<file path="src/hdl/gdiv_pkg.sv">
package gdiv_pkg;

   // Bus geometry
   localparam int WB_DW = 32;
   localparam int WB_AW = 3;

   // Quotient of FRAC_W+1 bits plus carry headroom must fit a bus word
   localparam int FRAC_W_MAX = 29;

   typedef enum logic [WB_AW-1:0] {
      REG_DIVIDEND = 3'd0,
      REG_DIVISOR  = 3'd1,
      REG_CTRL     = 3'd2,
      REG_STATUS   = 3'd3,
      REG_QUOTIENT = 3'd4
   } gdiv_reg_e;

   typedef enum logic [2:0] {
      IDLE,
      SEED,
      ITER_N,
      ITER_D,
      QUOT,
      REM,
      SELECT
   } gdiv_state_e;

   // Operand pairing at the shared multiplier
   typedef enum logic [1:0] {
      OPS_SEED,
      OPS_N_K,
      OPS_D_K,
      OPS_Q_D
   } gdiv_opsel_e;

   typedef struct packed {
      logic [WB_DW-1:0] dividend;
      logic [WB_DW-1:0] divisor;
   } gdiv_req_t;

   typedef struct packed {
      gdiv_opsel_e opsel;
      logic        load_n;
      logic        load_d;
      logic        load_k;
      logic        load_q;
      logic        load_r;
   } gdiv_dp_ctrl_t;

   typedef struct packed {
      logic [WB_DW-1:0] quotient;
      logic             div_err;
   } gdiv_rsp_t;

endpackage

</file>
<file path="src/hdl/gdiv_wb_regs.sv">
`timescale 1ns/1ps

module gdiv_wb_regs (
   input  logic                      clk,
   input  logic                      rst_n,
   input  logic                      cyc,
   input  logic                      stb,
   input  logic                      we,
   input  logic [gdiv_pkg::WB_AW-1:0] adr,
   input  logic [gdiv_pkg::WB_DW-1:0] dat_w,
   input  logic [3:0]                sel,
   input  logic                      busy,
   input  logic                      finish,
   input  gdiv_pkg::gdiv_rsp_t       rsp,
   output logic [gdiv_pkg::WB_DW-1:0] dat_r,
   output logic                      ack,
   output logic                      start,
   output gdiv_pkg::gdiv_req_t       req
);

   logic                      done;
   gdiv_pkg::gdiv_rsp_t       result;
   gdiv_pkg::gdiv_reg_e       reg_adr;
   logic                      wr;
   logic [gdiv_pkg::WB_DW-1:0] rd_data;

   // Byte lane merge for partial writes
   function automatic logic [gdiv_pkg::WB_DW-1:0] merge_lanes(
      input logic [gdiv_pkg::WB_DW-1:0] old_val,
      input logic [gdiv_pkg::WB_DW-1:0] new_val,
      input logic [3:0]                 lanes
   );
      logic [gdiv_pkg::WB_DW-1:0] res;
      res = old_val;
      for (int b = 0; b < 4; b++) begin
         if (lanes[b]) begin
            res[8*b +: 8] = new_val[8*b +: 8];
         end
      end
      return res;
   endfunction

   assign reg_adr = gdiv_pkg::gdiv_reg_e'(adr);
   // Writes land in the ack cycle
   assign wr      = ack && we;
   assign start   = wr && (reg_adr == gdiv_pkg::REG_CTRL) && sel[0] && dat_w[0] && !busy;

   always_comb begin
      case (reg_adr)
         gdiv_pkg::REG_DIVIDEND: rd_data = req.dividend;
         gdiv_pkg::REG_DIVISOR:  rd_data = req.divisor;
         gdiv_pkg::REG_STATUS:   rd_data = {29'd0, result.div_err, done, busy};
         gdiv_pkg::REG_QUOTIENT: rd_data = result.quotient;
         default:                rd_data = '0;
      endcase
   end

   always_ff @(posedge clk) begin
      if (!rst_n) begin
         ack <= 1'b0;
      end else begin
         ack <= cyc && stb && !ack;
      end
   end

   // Read data captured while the request waits for ack
   always_ff @(posedge clk) begin
      if (cyc && stb && !ack) begin
         dat_r <= rd_data;
      end
   end

   // Operands are frozen while the engine runs
   always_ff @(posedge clk) begin
      if (wr && !busy && reg_adr == gdiv_pkg::REG_DIVIDEND) begin
         req.dividend <= merge_lanes(req.dividend, dat_w, sel);
      end
      if (wr && !busy && reg_adr == gdiv_pkg::REG_DIVISOR) begin
         req.divisor <= merge_lanes(req.divisor, dat_w, sel);
      end
   end

   always_ff @(posedge clk) begin
      if (!rst_n) begin
         done   <= 1'b0;
         result <= '0;
      end else begin
         if (finish) begin
            done   <= 1'b1;
            result <= rsp;
         end else if (start) begin
            done <= 1'b0;
         end else if (wr && !busy && (reg_adr == gdiv_pkg::REG_DIVIDEND ||
                                      reg_adr == gdiv_pkg::REG_DIVISOR)) begin
            done <= 1'b0;
         end
      end
   end

   a_ack_req: assert property (@(posedge clk) disable iff (!rst_n)
      $rose(ack) |-> $past(cyc && stb));

endmodule
</file>
<file path="config.mk">
export PLATFORM = sky130hd
export DESIGN_NAME = gdiv_wb_regs
export DESIGN_NICKNAME = d
export VERILOG_FILES = /design/src/hdl/gdiv_pkg.sv /design/src/hdl/gdiv_wb_regs.sv
export SDC_FILE = /design/constraint.sdc
export NUM_CORES = 1
export LEC_CHECK = 0
export BUFFER_PORTS_ARGS = -buffer_cell sky130_fd_sc_hd__buf_2
export CELL_PAD_IN_SITES_DETAIL_PLACEMENT = 2
export CELL_PAD_IN_SITES_GLOBAL_PLACEMENT = 2
export CORE_MARGIN = 2
export CORE_UTILIZATION = 30
export CTS_CLUSTER_DIAMETER = 120
export DETAILED_ROUTE_END_ITERATION = 16
export PLACE_DENSITY = 0.83
export REMOVE_ABC_BUFFERS = 1
export SYNTH_ARGS = -nofsm -noshare
export SYNTH_HDL_FRONTEND = slang
export SYNTH_SLANG_ARGS = --single-unit
export TNS_END_PERCENT = 20
</file>
<file path="constraint.sdc">
create_clock -name clk -period 2.3 [get_ports clk]
set_input_delay 0.345 -clock clk [delete_from_list [all_inputs] [get_ports clk]]
set_output_delay 0.345 -clock clk [all_outputs]
set_load 0.05 [all_outputs]
</file>
# Word level (Yosys, flattened, before mapping)
# Cells that the tools add are included.
# word_totals
input_bits	79
reg_bits	131
# classes
eq_ne	4
mux	4
n_reduce_logical	24
# ops
cell	n
$pmux 32 s4	1
$reduce_and 2->1	8
$logic_and 1x1->1	11
$eq 3x2->1 const B	2
$eq 3x1->1 const B	1
$eq 3x3->1 const B	1
$logic_not 3->1	1
$mux 1	3
$reduce_bool 3->1	1
$logic_not 1->1	2
$logic_or 1x1->1	1

# Longest topological paths before layout
# Gate-level depths: netlist of the first run.
# depth
depth_word	7
ltp_mapped	6
ltp_nobuf	3

# Least setup slack after synthesis of the first run
# OpenSTA, ideal clock, no wires.
# synth_timing
path_type	register to output
start	register ack
end	output port start
required_ps	1955
t_arrival_ps	2507
path_slack_ps	-552
path_stages_with_launch	3
n_path_buf	0
cell_sequence	dfxtp_1 > nand4bb_4 > nor4b_1
# synth_via
elab_chain_len	5
# synth_lines
item	line	text
from (decl)	gdiv_wb_regs.sv:16	output logic ack,
from (signal assigned)	gdiv_wb_regs.sv:62	ack <= cyc && stb && !ack;
$logic_and 1x1->1	gdiv_wb_regs.sv:45	assign wr = ack && we;
$logic_and 1x1->1 (4 in series)	gdiv_wb_regs.sv:46	assign start = wr && (reg_adr == gdiv_pkg::REG_CTRL) && sel[0] && dat_w[0] && !busy;
to (decl)	gdiv_wb_regs.sv:17	output logic start,
# Every way passes these cells.

# Final worst setup path of the first run
# Ends and elaborated chain as after synthesis.

==> results of run 1 <==
## per-layer routing
metal | track usage, % | up-vias | routed length (µm)
met2 | 31.48 | 128 | 8437
li1 | - | 1689 | -
met1 | 20.14 | 1822 | 6587
met5 | 0 | - | 0
met3 | 5.629 | 18 | 878
met4 | 5.384 | 0 | 243
## path summary, 6_finish.rpt
path,from,end,slack [ns],cells after the start
max,ack,start,0.09,3
min reg2reg,result[19],result[19],0.52,2
min,dat_w[26],req[58],0.12,1
max reg2reg,ack,req[24],0.49,4
## metrics by stage
step           worst slack [ns]  hold slack (ns)  std cells  cell area, µm²  setup TNS (ns)
2_1_floorplan           -0.5516           0.4439        347            5165          -3.352
3_3_place_gp             0.2862           0.4987        758            6455               0
3_5_place_dp             0.3263           0.5060        758            6455               0
4_1_cts                 0.01492          0.09613        790            7032               0
5_1_grt                 0.01665          0.09758        791            7034               0
6_report                0.08739           0.1190        792            7037               0
## flip-flops by register name, summed over array words and instances, names as in the netlist
signal	cells
dat_r	32
req	64
ack	1
done	1
result	33
## cells in the final DEF, fill, tap and decap left out, drive strengths merged
cell / instances
a2bb2oi: 3
dfxtp: 35
nor3: 1
clkinvlp: 2
inv: 1
mux2i: 65
edfxtp: 96
a21oi: 30
bufinv: 2
or2: 29
nor3b: 1
nand3: 3
o21ai: 5
clkbuf: 18
nand4bb: 1
nand2: 31
buf: 186
nor2b: 35
diode: 2
nor4b: 1
nor2: 2
clkinv: 9
and2: 9
## area by class of cell
cell class	count	area, µm²	share of cell area (%)
flip-flops and latches	131	3583	50.92
multi-input cells	216	1597	22.69
repair buffers	186	993.5	14.12
clock buffers	18	439.2	6.241
well taps	225	281.5	4.001
clock inverters	14	137.6	1.956
diodes	2	5.005	0.07112
## power groups by stage
| stage | clock network [mW] | logic (mW) | registers [mW] |
|---|---|---|---|
| 2_1_floorplan | 0 | 0.148 | 2.75 |
| 3_3_place_gp | 0 | 0.442 | 2.67 |
| 3_5_place_dp | 0 | 0.463 | 2.68 |
| 4_1_cts | 2.70 | 0.466 | 2.63 |
| 5_1_grt | 2.80 | 0.495 | 2.63 |
| 6_report | 2.64 | 0.455 | 2.63 |
## worst max-delay path, stage by stage, from the launching register on
cell	delay, ns
dfxtp_1	0.49
nand4bb_4	0.18
nor4b_1	0.42
buf_2	0.35
## kinds of logic (layout without fill, tap and decap cells)
family                 after synthesis  count (layout)
flip-flops                         131             131
AND/OR/NAND/NOR                    113             113
multiplexers                        65              65
AO/OA/AOI/OAI                       38              38
buffers and inverters               23             218
other                                0               2
==> flow_metrics.py, run 1 <==
metrics = {
    "clock_network": {
        "cts.htree.levels": 4,
        "cts_max_path_buffers": 2,
        "post_cts_buffers": 0,
        "ctsHoldBuffers": 0,
        "tritoncts": "built",
        "cts.sink_count": 131,
        "ctsResizeCount": 0,
        "cts_buffers": 17,
        "clock_latency_ns": 0.42,
        "clkSlewWorstSetupHoldPaths_ns": 0.06,
        "cts_root_buffer": "clkbuf_16",
    },
    "synthesis": {
        "ys_seq_elements": 131,
        "synth-simple-area-share_pct": 12.26,
        "synth_warnings": 0,
        "post-synth-top-area-cell": "edfxtp_1",
        "syn-cell-area_mm2": 0.005339,
        "synth_compound_area_share_pct": 5.179,
        "yosys-mux-area-fraction_pct": 12.19,
        "synthFlopType": "edfxtp_1",
        "synth_top_area_share_pct": 54.00,
        "synth_top_family_by_area": "simple AND/OR/NAND/NOR gates",
        "syn_avg_cell_area_um2": 14.43,
        "synth_edf_count": 96,
        "synth_common_cells": "edfxtp_1, mux2i_1, dfxtp_1, nor2b_1, nand2_1",
        "yosys.area_share.adder_pct": 0,
        "synth.area.top_cells": "edfxtp_1, dfxtp_1, mux2i_1",
        "yosysSeqAreaShare_pct": 67.12,
        "ys_types": 24,
        "synthXorXnorAreaFrac_pct": 0,
        "synthCells": 370,
        "yosysMostFrequentCell": "edfxtp_1",
        "synthArstFlopShare_pct": 0,
    },
    "power": {
        "power_frac_seq_pct": 45.9,
        "combPwrFrac_pct": 8.0,
        "p_int_mw": 4.385,
        "swShare_pct": 23.39,
        "power.density_mw_per_mm2": 813.4,
        "power.total_mw": 5.724,
        "clockPowerShare_pct": 46.2,
        "peakVddDrop_mv": 0.4662,
        "switchingPower_mw": 1.339,
        "p_leak_nw": 2.861,
    },
    "grt": {
        "grt_pass1_wl_um": 23890,
        "grt_start_max_net_pins": 36,
        "antenna_found_initial": 2,
        "grt.total_usage_pct": 17.67,
        "grt-ovfl-total": 0,
        "grt_pass1_vias": 4127,
    },
    "route": {
        "drt_pass1_iterations": 4,
        "drcViolationCount": 0,
        "vias": 3657,
        "viasPerCell": 4.617,
        "wl_um": 16150,
        "detail_route.wl_per_cell_um": 20.39,
        "first_iter_violations": 109,
        "ant_nets": 0,
    },
    "final_layout": {
        "areaGrowthSynthToFinish_pct": 31.80,
        "layout-drive-gt1-share_pct": 42.65,
        "nFillCells": 1767,
        "utilization_pct": 40.54,
        "final_nets": 631,
    },
    "setup_path": {
        "critPathArrivalTime_ns": 1.87,
        "path_max_fanout": 4,
        "end_kind": "primary output",
        "start_kind": "flip-flop",
        "path_class": "reg2out",
        "cp.required_ns": 1.96,
    },
    "sta": {
        "final-setup-viol-count": 0,
        "finalHoldViolations": 0,
        "rsz0062_at_grt": "no",
        "fin_crit_ns": 2.213,
        "tightest_slew_ns": 0.6749,
        "max_freq_mhz": 452.0,
        "maxSlewHeadroom_pct": 55.01,
        "final.setup_skew_ns": 0.007012,
        "finalCritPeriodShare_pct": 96.20,
        "slew_violations": 0,
    },
    "floorplan": {
        "dieArea_mm2": 0.01888,
        "coreArea_mm2": 0.01736,
        "die_x_um": 137.4,
        "die_h_um": 137.4,
        "pin_count": 177,
        "fp-row-count": 48,
        "initial_core_util_pct": 30.76,
    },
    "place": {
        "hpwl_um": 11480,
        "gp_congestion": 0.7386,
        "numPortBuffers": 176,
    },
    "run": {
        "cap_violations": 0,
    },
    "worst_hold_path": {
        "hp-class": "in2reg",
    },
    "outcome": {
        "status": "completed",
    },
}
Power figures use the tool's default switching activity.
==> run 2: changes to the inputs <==
--- a/config.mk
+++ b/config.mk
@@ -9,10 +9,10 @@
 export CELL_PAD_IN_SITES_DETAIL_PLACEMENT = 2
 export CELL_PAD_IN_SITES_GLOBAL_PLACEMENT = 2
 export CORE_MARGIN = 2
-export CORE_UTILIZATION = 30
-export CTS_CLUSTER_DIAMETER = 120
+export CORE_UTILIZATION = 33
+export CTS_CLUSTER_DIAMETER = 150
 export DETAILED_ROUTE_END_ITERATION = 16
-export PLACE_DENSITY = 0.83
+export PLACE_DENSITY = 0.86
 export REMOVE_ABC_BUFFERS = 1
 export SYNTH_ARGS = -nofsm -noshare
 export SYNTH_HDL_FRONTEND = slang
==> constraint.sdc (replaced) <==
create_clock -name clk -period 2.4 [get_ports clk]
set_input_delay 0.36 -clock clk [delete_from_list [all_inputs] [get_ports clk]]
set_output_delay 0.36 -clock clk [all_outputs]
set_load 0.05 [all_outputs]
==> flow_metrics.py, run 2 (same netlist as run 1, synthesis figures left out) <==
metrics = {
    "outcome": {
        "status": "completed",
    },
    "sta": {
        "final.setup_skew_ns": 0.006067,
        "maxSlewHeadroom_pct": 52.66,
        "finalCritPeriodShare_pct": 89.09,
        "finalHoldViolations": 0,
        "tns_ns": 0,
        "max_freq_mhz": 467.7,
        "tightest_slew_ns": 0.7101,
        "slew_violations": 0,
        "final-setup-viol-count": 0,
        "rsz0062_at_grt": "no",
        "fin_crit_ns": 2.138,
    },
    "worst_hold_path": {
        "hp-class": "in2reg",
        "whs_path_depth": 1,
        "min-delay-start": "dat_w[8]",
        "hold_end": "req[40]",
    },
    "final_layout": {
        "final_nets": 630,
        "largest_register": "req",
        "largest_reg_flops": 64,
        "layout-drive-gt1-share_pct": 42.91,
        "layout_common_cells": "buf_2, edfxtp_1, mux2i_1, dfxtp_1, nor2b_1",
        "nFillCells": 1628,
        "final_common_cell": "buf_2",
        "final_area_mm2": 0.007118,
        "antennaDiodeCount": 0,
        "top_regs": "req: 64 flops, result: 33 flops, dat_r: 32 flops",
        "areaGrowthSynthToFinish_pct": 33.33,
    },
    "clock_network": {
        "cts_buffers": 17,
        "cts_root_buffer": "clkbuf_16",
        "cts_max_path_buffers": 2,
        "cts.sink_count": 131,
        "tritoncts": "built",
        "post_cts_buffers": 0,
        "ctsResizeCount": 0,
        "clkSlewWorstSetupHoldPaths_ns": 0.06,
        "cts.htree.levels": 4,
        "clock_latency_ns": 0.42,
        "ctsHoldBuffers": 0,
    },
    "setup_path": {
        "cp.required_ns": 2.04,
        "timing.reg2reg.worst_path_depth": 3,
        "path_class": "reg2out",
        "start_kind": "flip-flop",
        "end_kind": "primary output",
        "critPathArrivalTime_ns": 1.78,
        "r2r-start": "ack",
        "path_max_fanout": 4,
        "ff2ff_setup_slack_ns": 0.58,
        "reg2reg_to": "req[3]",
    },
    "power": {
        "switchingPower_mw": 1.306,
        "power.total_mw": 6.065,
        "power_frac_seq_pct": 41.5,
        "clockPowerShare_pct": 51.4,
        "power.density_mw_per_mm2": 852.0,
        "swShare_pct": 21.54,
        "peakVddDrop_mv": 0.4819,
        "p_leak_nw": 2.897,
        "combPwrFrac_pct": 7.1,
        "p_int_mw": 4.759,
    },
    "place": {
        "place_area_mm2": 0.006411,
        "numPortBuffers": 176,
        "hpwl_um": 11370,
        "gp_congestion": 0.7894,
    },
    "floorplan": {
        "fp-row-count": 46,
        "pin_count": 177,
        "die_x_um": 131.2,
        "initial_core_util_pct": 33.73,
        "dieArea_mm2": 0.01721,
        "coreArea_mm2": 0.01583,
        "die_h_um": 131.2,
    },
    "route": {
        "drt_pass1_iterations": 4,
        "detail_route.wl_per_cell_um": 20.81,
        "routed-wl-met2_um": 9075,
        "wl_um": 16230,
        "vias": 3604,
        "wl_met1_um": 6255,
        "drcViolationCount": 0,
        "first_iter_violations": 103,
        "viasPerCell": 4.621,
        "met3_length_um": 683,
        "topRoutingLayerUsed": "met4",
        "ant_nets": 0,
    },
    "grt": {
        "grt.total_usage_pct": 19.37,
        "grt_start_max_net_pins": 37,
        "grt-ovfl-total": 0,
        "grt_pass1_vias": 4226,
        "antenna_found_initial": 0,
        "grt_pass1_wl_um": 24850,
    },
    "run": {
        "cap_violations": 0,
    },
}
run 2: cell types whose count changed in the layout (fill, tap and decap cells not counted), sizes merged:
cell	delta
inv	-1
clkinvlp	+2
bufinv	+5
clkinv	-7
clkbuf	+1
diode	-2
buf	-1
run 2: worst max-delay path by stage:
| stage | endpoint | slack, ns | cells past startpoint | from |
|---|---|---|---|---|
| after floorplan | start | -0.47 | 2 | ack |
| final | start | 0.26 | 3 | ack |
| after CTS | start | 0.20 | 3 | ack |
| after global routing | start | 0.09 | 3 | ack |
| after detailed placement | req[6] | 0.36 | 4 | busy |
| after global placement | req[29] | 0.45 | 4 | busy |
run 2: worst max-delay path, stage by stage (launching register included):
cell and delay (ns):
dfxtp_1 0.44, nand4bb_4 0.18, nor4b_1 0.39, buf_2 0.34
run 2: per-layer routing:
| layer | track usage [%] | vias to the layer above |
|---|---|---|
| li1 | - | 1685 |
| met1 | 20.50 | 1797 |
| met2 | 37.13 | 103 |
| met3 | 5.285 | 19 |
| met4 | 5.978 | 0 |
| met5 | 0 | - |
run 2: per-stage QoR:
| step | utilization, % | hold slack (ns) | cells | setup WS (ns) |
|---|---|---|---|---|
| floorplan | - | 0.4589 | 347 | -0.4666 |
| detailed placement | 40.51 | 0.5118 | 748 | 0.3606 |
| finish | 44.97 | 0.1202 | 780 | 0.2619 |
| global placement | 40.51 | 0.4967 | 748 | 0.4462 |
| global route | 44.97 | 0.1093 | 780 | 0.09211 |
| CTS | 44.97 | 0.09822 | 780 | 0.1976 |
run 2: final cells by class:
class | count | area, µm² | area share [%]
Multi-Input combinational cell | 216 | 1597 | 22.43
Sequential cell | 131 | 3583 | 50.34
Tap cell | 216 | 270.3 | 3.797
Timing Repair Buffer | 185 | 960.9 | 13.50
Clock inverter | 13 | 254.0 | 3.568
Clock buffer | 19 | 452.9 | 6.363
run 2: power groups by stage:
stage	logic [mW]	clock network [mW]	registers [mW]
after floorplan	0.142	0	2.63
after global placement	0.412	0	2.56
after detailed placement	0.434	0	2.56
after CTS	0.440	3.16	2.52
after global routing	0.467	3.24	2.52
final	0.431	3.12	2.52
