--- src/hdl/gdiv_pkg.sv ---
package gdiv_pkg;

   // Bus geometry
   localparam int WB_DW = 32;
   localparam int WB_AW = 3;

   // Quotient of FRAC_W+1 bits plus carry headroom must fit a bus word
   localparam int FRAC_W_MAX = 29;

   typedef enum logic [WB_AW-1:0] {
      REG_DIVIDEND = 3'd0,
      REG_DIVISOR  = 3'd1,
      REG_CTRL     = 3'd2,
      REG_STATUS   = 3'd3,
      REG_QUOTIENT = 3'd4
   } gdiv_reg_e;

   typedef enum logic [2:0] {
      IDLE,
      SEED,
      ITER_N,
      ITER_D,
      QUOT,
      REM,
      SELECT
   } gdiv_state_e;

   // Operand pairing at the shared multiplier
   typedef enum logic [1:0] {
      OPS_SEED,
      OPS_N_K,
      OPS_D_K,
      OPS_Q_D
   } gdiv_opsel_e;

   typedef struct packed {
      logic [WB_DW-1:0] dividend;
      logic [WB_DW-1:0] divisor;
   } gdiv_req_t;

   typedef struct packed {
      gdiv_opsel_e opsel;
      logic        load_n;
      logic        load_d;
      logic        load_k;
      logic        load_q;
      logic        load_r;
   } gdiv_dp_ctrl_t;

   typedef struct packed {
      logic [WB_DW-1:0] quotient;
      logic             div_err;
   } gdiv_rsp_t;

endpackage

--- src/hdl/gdiv_ctrl.sv ---
`timescale 1ns/1ps

module gdiv_ctrl #(
   parameter int FRAC_W = 23,
   parameter int ITERS  = 3
) (
   input  logic                   clk,
   input  logic                   rst_n,
   input  logic                   start,
   input  gdiv_pkg::gdiv_req_t    req,
   output logic                   busy,
   output gdiv_pkg::gdiv_dp_ctrl_t dp_ctrl,
   output logic                   take,
   output logic                   div_err
);

   localparam int CNT_W = (ITERS > 1) ? $clog2(ITERS) : 1;

   gdiv_pkg::gdiv_state_e state;
   logic [CNT_W-1:0]      iter_cnt;

   always_ff @(posedge clk) begin
      if (!rst_n) begin
         state    <= gdiv_pkg::IDLE;
         iter_cnt <= '0;
         div_err  <= 1'b0;
      end else begin
         case (state)
            gdiv_pkg::IDLE: begin
               iter_cnt <= '0;
               if (start) begin
                  // Unnormalized divisor goes straight to the result stage
                  div_err <= !req.divisor[FRAC_W];
                  state   <= req.divisor[FRAC_W] ? gdiv_pkg::SEED : gdiv_pkg::SELECT;
               end
            end
            gdiv_pkg::SEED:   state <= gdiv_pkg::ITER_N;
            gdiv_pkg::ITER_N: state <= gdiv_pkg::ITER_D;
            gdiv_pkg::ITER_D: begin
               if (iter_cnt == CNT_W'(ITERS - 1)) begin
                  state <= gdiv_pkg::QUOT;
               end else begin
                  iter_cnt <= iter_cnt + 1'b1;
                  state    <= gdiv_pkg::ITER_N;
               end
            end
            gdiv_pkg::QUOT:   state <= gdiv_pkg::REM;
            gdiv_pkg::REM:    state <= gdiv_pkg::SELECT;
            default:          state <= gdiv_pkg::IDLE;
         endcase
      end
   end

   assign busy = (state != gdiv_pkg::IDLE);
   assign take = (state == gdiv_pkg::SELECT);

   // One multiplier pass per state
   always_comb begin
      dp_ctrl       = '0;
      dp_ctrl.opsel = gdiv_pkg::OPS_N_K;
      case (state)
         gdiv_pkg::SEED: begin
            dp_ctrl.opsel  = gdiv_pkg::OPS_SEED;
            dp_ctrl.load_k = 1'b1;
         end
         gdiv_pkg::ITER_N: dp_ctrl.load_n = 1'b1;
         gdiv_pkg::ITER_D: begin
            dp_ctrl.opsel  = gdiv_pkg::OPS_D_K;
            dp_ctrl.load_d = 1'b1;
         end
         gdiv_pkg::QUOT:   dp_ctrl.load_q = 1'b1;
         gdiv_pkg::REM: begin
            dp_ctrl.opsel  = gdiv_pkg::OPS_Q_D;
            dp_ctrl.load_r = 1'b1;
         end
         default: ;
      endcase
   end

   a_load_onehot: assert property (@(posedge clk) disable iff (!rst_n)
      $onehot0({dp_ctrl.load_n, dp_ctrl.load_d, dp_ctrl.load_k,
                dp_ctrl.load_q, dp_ctrl.load_r}));

endmodule

--- config.mk ---
export PLATFORM = sky130hd
export DESIGN_NAME = gdiv_ctrl
export DESIGN_NICKNAME = d
export VERILOG_FILES = /design/src/hdl/gdiv_pkg.sv /design/src/hdl/gdiv_ctrl.sv
export SDC_FILE = /design/constraint.sdc
export NUM_CORES = 1
export LEC_CHECK = 0
export BUFFER_PORTS_ARGS = -buffer_cell sky130_fd_sc_hd__buf_4
export CORE_ASPECT_RATIO = 1.1
export CORE_UTILIZATION = 25
export DETAILED_ROUTE_END_ITERATION = 10
export PLACE_DENSITY_LB_ADDON = 0.15
export REMOVE_ABC_BUFFERS = 1
export SLEW_MARGIN = 20
export SYNTH_ARGS = -nofsm -noshare
export SYNTH_HDL_FRONTEND = slang
export SYNTH_SLANG_ARGS = --single-unit
--- constraint.sdc ---
create_clock -name clk -period 1.8 [get_ports clk]
set_input_delay 0.27 -clock clk [delete_from_list [all_inputs] [get_ports clk]]
set_output_delay 0.27 -clock clk [all_outputs]
set_load 0.02 [all_outputs]
* Word level (Yosys, flattened, before mapping)
Cells that the tools add are included.
** Word-level totals
- Bits in registers :: 6
- Bits of input ports :: 67
- Logic and storage cells :: 31
** Operators by class
- Reduce and logical (&&, ||, !) cells :: 6
- Eq/ne operators :: 9
- Muxes and demuxes :: 12
- Add/subtract/negate cells :: 1
** Operators by type and width (number)
- case mux 3 bit (6 select lines) :: 1
- == test 3 bit (second input constant) :: 3
- 2-to-1 mux 3 bit :: 3
- == test 3 x 2 -> 1 bit (second input constant) :: 2
- case mux 2 bit (3 select lines) :: 1
- 2-to-1 mux 1 bit :: 5
- inequality test 2 bit (second input constant) :: 2
- case mux 2 bit (2 select lines) :: 1
- AND reduction 2 bit :: 2
- == test 3 x 1 -> 1 bit (second input constant) :: 1
- logical NOT 3 bit :: 1
- nonzero test 3 bit :: 1
- adder 2 x 1 -> 2 bit (second input constant) :: 1
- == test 2 bit (second input constant) :: 1
- 2-to-1 mux 2 bit :: 1
- nonzero test 2 bit :: 1
- logical NOT 1 bit :: 1

* Depth between registers and ports, before layout
Gate-level depths: netlist (run 1).
- Word-level depth :: 3
- Depth in mapped cells :: 5

* Least setup slack after synthesis (run 1)
No wires, ideal clock.
- Path kind :: register -> output
- Start :: reg state[1]
- End :: out dp_ctrl[4] (netlist name)
- Data arrival time :: 1119 ps
- Path slack :: 411 ps
- Cell stages (with the launch flop) :: 3
- Path through :: dfxtp_1 buf_2 nor3b_1
** RTL lines
- start: declaration :: line gdiv_ctrl.sv:19 : gdiv_pkg::gdiv_state_e state;
- start signal: assignment :: line gdiv_ctrl.sv:24 : state <= gdiv_pkg::IDLE;
- start signal: assignment :: line gdiv_ctrl.sv:34 : state <= req.divisor[FRAC_W] ? gdiv_pkg::SEED : gdiv_pkg::SELECT;
- start signal: assignment :: line gdiv_ctrl.sv:37 : gdiv_pkg::SEED: state <= gdiv_pkg::ITER_N;
- end: declaration :: line gdiv_ctrl.sv:12 : output gdiv_pkg::gdiv_dp_ctrl_t dp_ctrl,

* Worst setup path in the final report (run 1)
- Start :: reg state[2]
- End :: out take
** Between the ends
- Word-level cells in the longest chain between the ends :: 1
** Ends and longest elaborated chain
- == test 3 bit :: line gdiv_ctrl.sv:55 : assign take = (state == gdiv_pkg::SELECT);
- end: declaration :: line gdiv_ctrl.sv:13 : output logic take,
No other way between the ends.

==> results of run 1 <==
where the power goes:
group	total, mW	leakage [nW]	switching, mW	internal (mW)
sequential	0.196	0.0492	0.0449	0.151
clock	0.120	0.0138	0.0446	0.0751
combinational	0.203	0.149	0.108	0.0950
total	0.518	0.212	0.197	0.321
worst max-delay path, delay by kind of cell (launching register included):
family | cells | cell delay [ns]
DFF | 1 | 0.55
buffers and inverters | 2 | 0.33
and+or+nand+nor | 1 | 0.23
worst paths after layout:
kind / depth (start not counted) / from / end / slack [ns]
worst max-delay path: 3 / state[2]$_SDFFE_PN0P_ / take / 0.18
worst min-delay path: 2 / start / div_err$_SDFFE_PN0P_ / 0.26
worst max register to register: 4 / state[1]$_SDFFE_PN0P_ / state[1]$_SDFFE_PN0P_ / 0.47
worst min register to register: 2 / iter_cnt[1]$_SDFFE_PN0P_ / iter_cnt[1]$_SDFFE_PN0P_ / 0.51
cells by family (layout without fill, tap and decap cells):
group / count (synthesis) / count (layout)
buffers and inverters: 8 / 21
DFF: 6 / 6
xor gates and xnor gates: 1 / 1
AOI/OAI and AO/OA: 9 / 9
and+or+nand+nor: 21 / 21
adders and majority gates: 1 / 1
cells in the mapped netlist (2+ instances only):
| cell type | instances | share of area |
|---|---|---|
| nor3_1 | 4 | 0.052 |
| a21oi_1 | 2 | 0.026 |
| buf_2 | 2 | 0.026 |
| and3_1 | 2 | 0.033 |
| nor3b_1 | 3 | 0.059 |
| nand2_1 | 2 | 0.020 |
| o32ai_1 | 2 | 0.046 |
| dfxtp_1 | 6 | 0.31 |
| inv_1 | 4 | 0.039 |
| nand2b_1 | 4 | 0.065 |
| nor2_1 | 3 | 0.029 |
state kept, by name, summed over array words and instances (netlist names):
name and flops:
iter_cnt 2, div_err 1, state 3
stage by stage:
stage | setup slack [ns] | utilization | instances | power [mW] | hold WS (ns)
global placement | 0.376 | 0.346 | 72 | 0.403 | 0.501
CTS | 0.163 | 0.362 | 75 | 0.531 | 0.249
global route | 0.102 | 0.362 | 75 | 0.559 | 0.249
floorplan | 0.383 | - | 43 | 0.323 | 0.378
finish | 0.177 | 0.362 | 75 | 0.518 | 0.257
detailed placement | 0.439 | 0.346 | 72 | 0.404 | 0.504
cell type report:
type / instances / area [sq um] / share of cell area
multi-input cells: 32 / 228 / 0.449
repair buffers: 13 / 97.6 / 0.193
flip-flops and latches: 6 / 120 / 0.237
inverters: 5 / 18.8 / 0.0370
clock buffers: 3 / 22.5 / 0.0444
well taps: 16 / 20.0 / 0.0395
layer usage:
layer,wire [um],share of wire,GRT usage
met5,0,0,0
met4,8,0.010,0.0828
met3,59,0.075,0.0576
met2,342,0.43,0.157
met1,376,0.48,0.119
==> results.sh, run 1 <==
export IMPL_hold_viol_final=0
export IMPL_worstHoldPathType="primary input to flip-flop"
export IMPL_netlist_area_sq_um=384
export IMPL_yosysUniqueCellTypes=23
export IMPL_place_gp_congestion=0.694
export IMPL_ant_nets=0
export IMPL_p_leak_nw=0.212
export IMPL_timing_slew_headroom=0.687
export IMPL_synth_simple_gate_area_frac=0.322
export IMPL_clkTransAtPathRegs_ns=0.04
export IMPL_clock_sinks=6
export IMPL_route_detailed_drc=0
export IMPL_synth_edf_count=0
export IMPL_fp_dieW_um=39.4
export IMPL_antenna_found_initial=0
export IMPL_tns_ns=0
export IMPL_cts_buffers=3
export IMPL_min_period_over_period=0.902
export IMPL_ys_warn_count=0
export IMPL_min_period_ns=1.62
export IMPL_drive_gt1_frac=0.339
export IMPL_maxSlewViolCount=0
export IMPL_cts_buffer_depth=2
export IMPL_finalSetupViolCount=0
export IMPL_die_h_um=43.1
export IMPL_yosysSeqAreaShare=0.313
export IMPL_async_flop_share=0
export IMPL_wl_per_cell_um=10.5
export IMPL_num_rows=14
export IMPL_drt_initial_drc_count=3
export IMPL_drt_vias_per_instance=4.95
export IMPL_nNetsFinal=129
export IMPL_avgSynthCellArea_sq_um=8.35
export IMPL_grt_pass1_wl_mm=1.24
export IMPL_cts_resized_gates=0
export IMPL_grt_max_degree=16
export IMPL_worstMarginPinSlew_ns=0.469
export IMPL_cts_root_buf="clkbuf_4"
export IMPL_maxCapViolations=0
export IMPL_io_pins=77
export IMPL_clk_latency_ns=0.24
export IMPL_end_kind="primary output"
export IMPL_grt_pass1_vias=312
export IMPL_synth_compound_area_frac=0.215
export IMPL_synth_seq_cells=6
export IMPL_post_dp_hpwl_um=592
export IMPL_first_pass_iters=3
export IMPL_vias=371
export IMPL_synth_main_ff_cell="dfxtp_1"
export IMPL_finClkSkew_ns=0.00104
export IMPL_startpoint_type="flip-flop"
export IMPL_ctsHoldBuffers=0
export IMPL_cts_htree_levels=1
export IMPL_syn_inst=46
export IMPL_slowest_stage="dfxtp_1"
export IMPL_die_area_sq_um=1700
export IMPL_critical_path_class="flip-flop to primary output"
export IMPL_synth_mux_area_frac=0
export IMPL_postCtsSetupRepairBufs=0
export IMPL_synth_fa_ha_area_frac=0.0326
export IMPL_grt_overflow=0
export IMPL_rsz0062_at_grt="no"
export IMPL_fin_area_sq_um=507
export IMPL_fmax_ghz=0.616
export IMPL_final_cell_mix="buf_4 (13), dfxtp_1 (6), inv_1 (4), nand2b_1 (4), nor3_1 (4)"
export IMPL_final_common_cell="buf_4"
export IMPL_max_stage_delay_ns=0.55
export IMPL_wl_um=787
export IMPL_areaGrowthSynthToFinish_pct=31.9
export IMPL_synthXorXnorAreaFrac=0.0228
export IMPL_synth_top_family_by_area="simple AND/OR/NAND/NOR gates"
export IMPL_cp_max_fo=10
export IMPL_cts_tree="done"
export IMPL_power_density_nw_per_um2=1020
export IMPL_port_buffers=13
export IMPL_initial_core_util=0.274
export IMPL_worstPathCellList="inv_1 -> nor3b_1 -> buf_4"
export IMPL_place_area_sq_um=484
export IMPL_core_area_sq_um=1400
export IMPL_critPathRequiredTime_ns=1.53
export IMPL_antenna_cells=0
export IMPL_status="complete, no violations"
export IMPL_crit_arrival_ns=1.35
export IMPL_grt_use_total=0.110
export IMPL_n_fill_cell=160
export IMPL_peakVddDrop_mv=0.425
Note: power is estimated with default switching activity, not from simulation.
==> inputs of run 2 (changes only) <==
Settings changed: CAP_MARGIN from default to 25, PLACE_DENSITY from default to 0.9, PLACE_DENSITY_LB_ADDON 0.15 to default, SETUP_SLACK_MARGIN from default to 0.5.
==> results.sh, run 2 (synthesized netlist as in run 1, its figures left out) <==
export IMPL_status="complete, no violations"
export IMPL_clk_latency_ns=0.24
export IMPL_whs_path_depth=2
export IMPL_max_stage_delay_ns=0.38
export IMPL_final_common_cell="buf_4"
export IMPL_place_gp_congestion=0.736
export IMPL_cp_max_fo=8
export IMPL_tns_ns=0
export IMPL_path_buf_inv=2
export IMPL_vias=423
export IMPL_min_from="req[23]"
export IMPL_largest_register="state"
export IMPL_rsz0062_at_grt="yes"
export IMPL_core_area_sq_um=1400
export IMPL_grt_use_total=0.125
export IMPL_drt_vias_per_instance=5.10
export IMPL_port_buffers=13
export IMPL_finalPower_uw=631
export IMPL_clock_sinks=6
export IMPL_maxSlewViolCount=0
export IMPL_cts_buffer_depth=2
export IMPL_fmax_ghz=0.749
export IMPL_place_area_sq_um=484
export IMPL_wl_mm=1.04
export IMPL_drt_initial_drc_count=8
export IMPL_min_period_ns=1.33
export IMPL_cts_root_buf="clkbuf_4"
export IMPL_worstPathCellList="buf_6 -> nor3_2 -> buf_4"
export IMPL_drive_gt1_frac=0.552
export IMPL_holdPathEnd="div_err$_SDFFE_PN0P_"
export IMPL_areaGrowthSynthToFinish_pct=61.2
export IMPL_timing_rr_end="state[1]$_SDFFE_PN0P_"
export IMPL_post_route_util=0.442
export IMPL_cts_buffers=3
export IMPL_worstMarginPinSlew_ns=0.247
export IMPL_clkTransAtPathRegs_ns=0.04
export IMPL_timing_slew_headroom=0.833
export IMPL_post_dp_hpwl_um=590
export IMPL_power_density_nw_per_um2=1020
export IMPL_route_detailed_drc=0
export IMPL_path_delay_family="flip-flops"
export IMPL_critical_path_class="flip-flop to primary output"
export IMPL_antenna_found_initial=0
export IMPL_grt_pass1_vias=355
export IMPL_slowest_stage="dfxtp_4"
export IMPL_io_pins=77
export IMPL_grt_overflow=0
export IMPL_fin_cells=83
export IMPL_r2r_slack_ns=0.58
export IMPL_nNetsFinal=137
export IMPL_worstHoldPathType="primary input to flip-flop"
export IMPL_finClkSkew_ns=0.00610
export IMPL_die_area_sq_um=1700
export IMPL_cts_tree="done"
export IMPL_first_pass_iters=2
export IMPL_num_rows=14
export IMPL_maxCapViolations=0
export IMPL_cts_htree_levels=1
export IMPL_hold_viol_final=0
export IMPL_fp_dieW_um=39.4
export IMPL_grt_pass1_wl_mm=1.44
export IMPL_finalSetupViolCount=0
export IMPL_initial_core_util=0.274
export IMPL_min_period_over_period=0.741
export IMPL_r2r_cells=4
export IMPL_p_leak_nw=0.267
export IMPL_startpoint_type="flip-flop"
export IMPL_wl_per_cell_um=12.5
export IMPL_crit_arrival_ns=1.06
export IMPL_peakVddDrop_mv=0.465
export IMPL_largest_reg_flops=3
export IMPL_reg_top3="state x3, iter_cnt x2, div_err x1"
export IMPL_dp_cells=72
export IMPL_antenna_cells=0
export IMPL_ant_nets=0
export IMPL_end_kind="primary output"
export IMPL_critPathRequiredTime_ns=1.53
export IMPL_grt_max_degree=16
export IMPL_rr_startpoint="state[1]$_SDFFE_PN0P_"
export IMPL_fin_area_sq_um=619
export IMPL_die_h_um=43.1
[run 2: cell types whose count changed in the layout (fill, tap and decap cells not counted), sizes merged]
cell	delta
buf	+8
[run 2: cell type report]
cell class	instances	area, sq um
multi-input combinational	32	256
fill	157	782
clock buffer	3	22.5
timing repair buffer	21	169
inverter	5	18.8
sequential	6	133
tap	16	20.0
[run 2: worst max path at each step]
stage,from,end,slack [ns],depth (start not counted)
2_1_floorplan,state[2]$_SDFFE_PN0P_,take,0.38,2
3_3_place_gp,state[2]$_SDFFE_PN0P_,take,0.43,3
3_5_place_dp,state[0]$_SDFFE_PN0P_,state[1]$_SDFFE_PN0P_,0.43,4
4_1_cts,state[2]$_SDFFE_PN0P_,dp_ctrl[6],0.47,3
5_1_grt,state[2]$_SDFFE_PN0P_,dp_ctrl[2],0.42,3
6_report,state[0]$_SDFFE_PN0P_,dp_ctrl[1],0.47,3
[run 2: what timing repair did]
item                       in CTS  in global routing
hold endpoints to repair        0                  0
setup buffers                   4                  4
pin swaps                       2                  5
hold buffers                    0                  0
setup endpoints to repair      11                 13
resized for setup              11                  7
[run 2: power by group]
part           leakage [nW]  switching, mW  internal, mW  total (mW)
Combinational         0.202          0.148         0.164       0.311
Clock                0.0138         0.0479        0.0754       0.123
Sequential           0.0516         0.0404         0.156       0.197
[run 2: layer usage]
layer | vias up | wire length [um] | global-route usage | share of wire
li1 | 210 | - | - | -
met1 | 196 | 447 | 0.174 | 0.43
met2 | 15 | 525 | 0.163 | 0.51
met3 | 2 | 52 | 0.0314 | 0.050
met4 | 0 | 11 | 0.0828 | 0.011
met5 | - | 0 | 0 | 0
[run 2: metrics by stage]
stage	hold WS, ns	setup WS [ns]
after floorplan	0.378	0.383
after global placement	0.491	0.429
final	0.260	0.466
after global routing	0.275	0.421
after CTS	0.248	0.468
after detailed placement	0.502	0.432
==> inputs of run 3 (changes only) <==
Settings changed: CORE_UTILIZATION 25 to 24, PLACE_DENSITY 0.9 to 0.87.
Clock period 1.8 ns to 1.23 ns, I/O delays scaled along.
==> results.sh, run 3 (synthesized netlist as in run 1, its figures left out) <==
export IMPL_status="finished with violations"
export IMPL_violations="setup timing"
export IMPL_grtUsageMet3=0.0308
export IMPL_grt_max_degree=8
export IMPL_rr_startpoint="state[0]$_SDFFE_PN0P_"
export IMPL_gr_max_usage_layer="met2"
export IMPL_reg_top3="state x3, iter_cnt x2, div_err x1"
export IMPL_setup_slack_ns=-0.0805
export IMPL_worstHoldPathType="primary input to flip-flop"
export IMPL_drt_vias_per_instance=4.98
export IMPL_ctsHoldBuffers=0
export IMPL_timing_slew_headroom=0.805
export IMPL_hold_viol_final=0
export IMPL_nNetsFinal=146
export IMPL_core_area_sq_um=1440
export IMPL_startpoint_type="flip-flop"
export IMPL_crit_arrival_ns=1.13
export IMPL_cp_max_fo=6
export IMPL_cts_root_buf="clkbuf_4"
export IMPL_post_place_ws_ns=-0.0523
export IMPL_crit_path_frequent_cell="buf_6"
export IMPL_path_buf_inv=3
export IMPL_maxCapViolations=0
export IMPL_peakVddDrop_mv=0.803
export IMPL_p_leak_nw=0.332
export IMPL_slowest_stage="dfxtp_4"
export IMPL_cts_buffers=3
export IMPL_die_h_um=44.0
export IMPL_vias=458
export IMPL_grt_pass1_wl_mm=1.73
export IMPL_tns_ns=-0.253
export IMPL_min_period_ns=1.31
export IMPL_grt_use_total=0.143
export IMPL_largest_reg_flops=3
export IMPL_antenna_cells=0
export IMPL_min_from="req[23]"
export IMPL_path_delay_family="flip-flops"
export IMPL_cts_tree="done"
export IMPL_post_dp_hpwl_um=626
export IMPL_critPathRequiredTime_ns=1.05
export IMPL_grt_use_met2=0.252
export IMPL_critical_path_class="flip-flop to primary output"
export IMPL_grt_pass1_vias=441
export IMPL_route_detailed_drc=0
export IMPL_clkTransAtPathRegs_ns=0.05
export IMPL_worstSetupStartpoint="state[0]$_SDFFE_PN0P_"
export IMPL_fmax_ghz=0.763
export IMPL_final_common_cell="buf_4"
export IMPL_whs_path_depth=2
export IMPL_die_area_sq_um=1760
export IMPL_hold_worst_slack_ns=0.151
export IMPL_cts_buffer_depth=2
export IMPL_finClkSkew_ns=0.00548
export IMPL_worstMarginPinSlew_ns=0.292
export IMPL_place_area_sq_um=549
export IMPL_power_density_nw_per_um2=1410
export IMPL_drt_initial_drc_count=6
export IMPL_finalSetupViolCount=7
export IMPL_wl_mm=1.07
export IMPL_r2r_cells=6
export IMPL_drive_gt1_frac=0.724
export IMPL_fin_area_sq_um=797
export IMPL_path_depth=4
export IMPL_clk_latency_ns=0.24
export IMPL_port_buffers=13
export IMPL_max_stage_delay_ns=0.37
export IMPL_rsz0062_at_grt="yes"
export IMPL_place_gp_congestion=0.734
export IMPL_maxSlewViolCount=0
export IMPL_use_met1=0.154
export IMPL_end_kind="primary output"
export IMPL_initial_core_util=0.267
export IMPL_areaGrowthSynthToFinish_pct=107
export IMPL_cts_htree_levels=1
export IMPL_final_cell_mix="buf_4 (16), buf_6 (13), nor3_1 (4)"
export IMPL_grt_overflow=0
export IMPL_antenna_found_initial=0
export IMPL_worstPathCellList="nor3_4 -> inv_2 -> buf_6 -> buf_6"
export IMPL_clock_sinks=6
export IMPL_min_period_over_period=1.07
export IMPL_num_rows=14
export IMPL_fp_dieW_um=40.1
export IMPL_ant_nets=0
export IMPL_wl_per_cell_um=11.6
export IMPL_io_pins=77
export IMPL_largest_register="state"
export IMPL_first_pass_iters=4
## run 3: cell count changes in the layout (fill, tap and decap cells not counted), sizes merged
cell,delta
buf,+9
## run 3: layout make-up
type,instances,area (sq um)
Fill cell,143,639
Multi-Input combinational cell,32,315
Timing Repair Buffer,30,287
Sequential cell,6,134
Clock buffer,3,22.5
Tap cell,16,20.0
Inverter,5,18.8
## run 3: path summary, 6_finish.rpt
check                        endpoint  slack (ns)
max                              busy       -0.08
min              div_err$_SDFFE_PN0P_        0.15
max reg2reg     state[0]$_SDFFE_PN0P_       -0.04
min reg2reg  iter_cnt[0]$_SDFFE_PN0P_        0.53
## run 3: routing by layer
layer | routed length, um | up-vias
met2 | 601 | 16
met3 | 35 | 2
li1 | - | 227
met5 | 0 | -
met1 | 415 | 213
met4 | 16 | 0
## run 3: metrics by stage
| step | instances | total power [mW] | util |
|---|---|---|---|
| 4_1_cts | 90 | 1.08 | 0.528 |
| 2_1_floorplan | 43 | 0.472 | - |
| 3_3_place_gp | 79 | 0.670 | 0.382 |
| 3_5_place_dp | 79 | 0.681 | 0.382 |
| 5_1_grt | 92 | 1.19 | 0.555 |
| 6_report | 92 | 1.12 | 0.555 |
## run 3: what timing repair did
action,CTS,global route
gates resized for setup,31,6
pin swaps,10,3
setup endpoints to repair,16,16
setup buffers,8,2
## run 3: power by group
group	switching [mW]	total (mW)	internal, mW
registers	0.0477	0.277	0.230
logic	0.281	0.669	0.389
clock network	0.0670	0.177	0.110
total	0.395	1.12	0.729
## run 3: worst register-to-register path, stage by stage, from the launching register on
cell      delay [ns]
dfxtp_4         0.37
nor3_4          0.22
inv_2           0.07
buf_6           0.11
buf_6           0.10
o211ai_4        0.19
nor4b_1         0.08
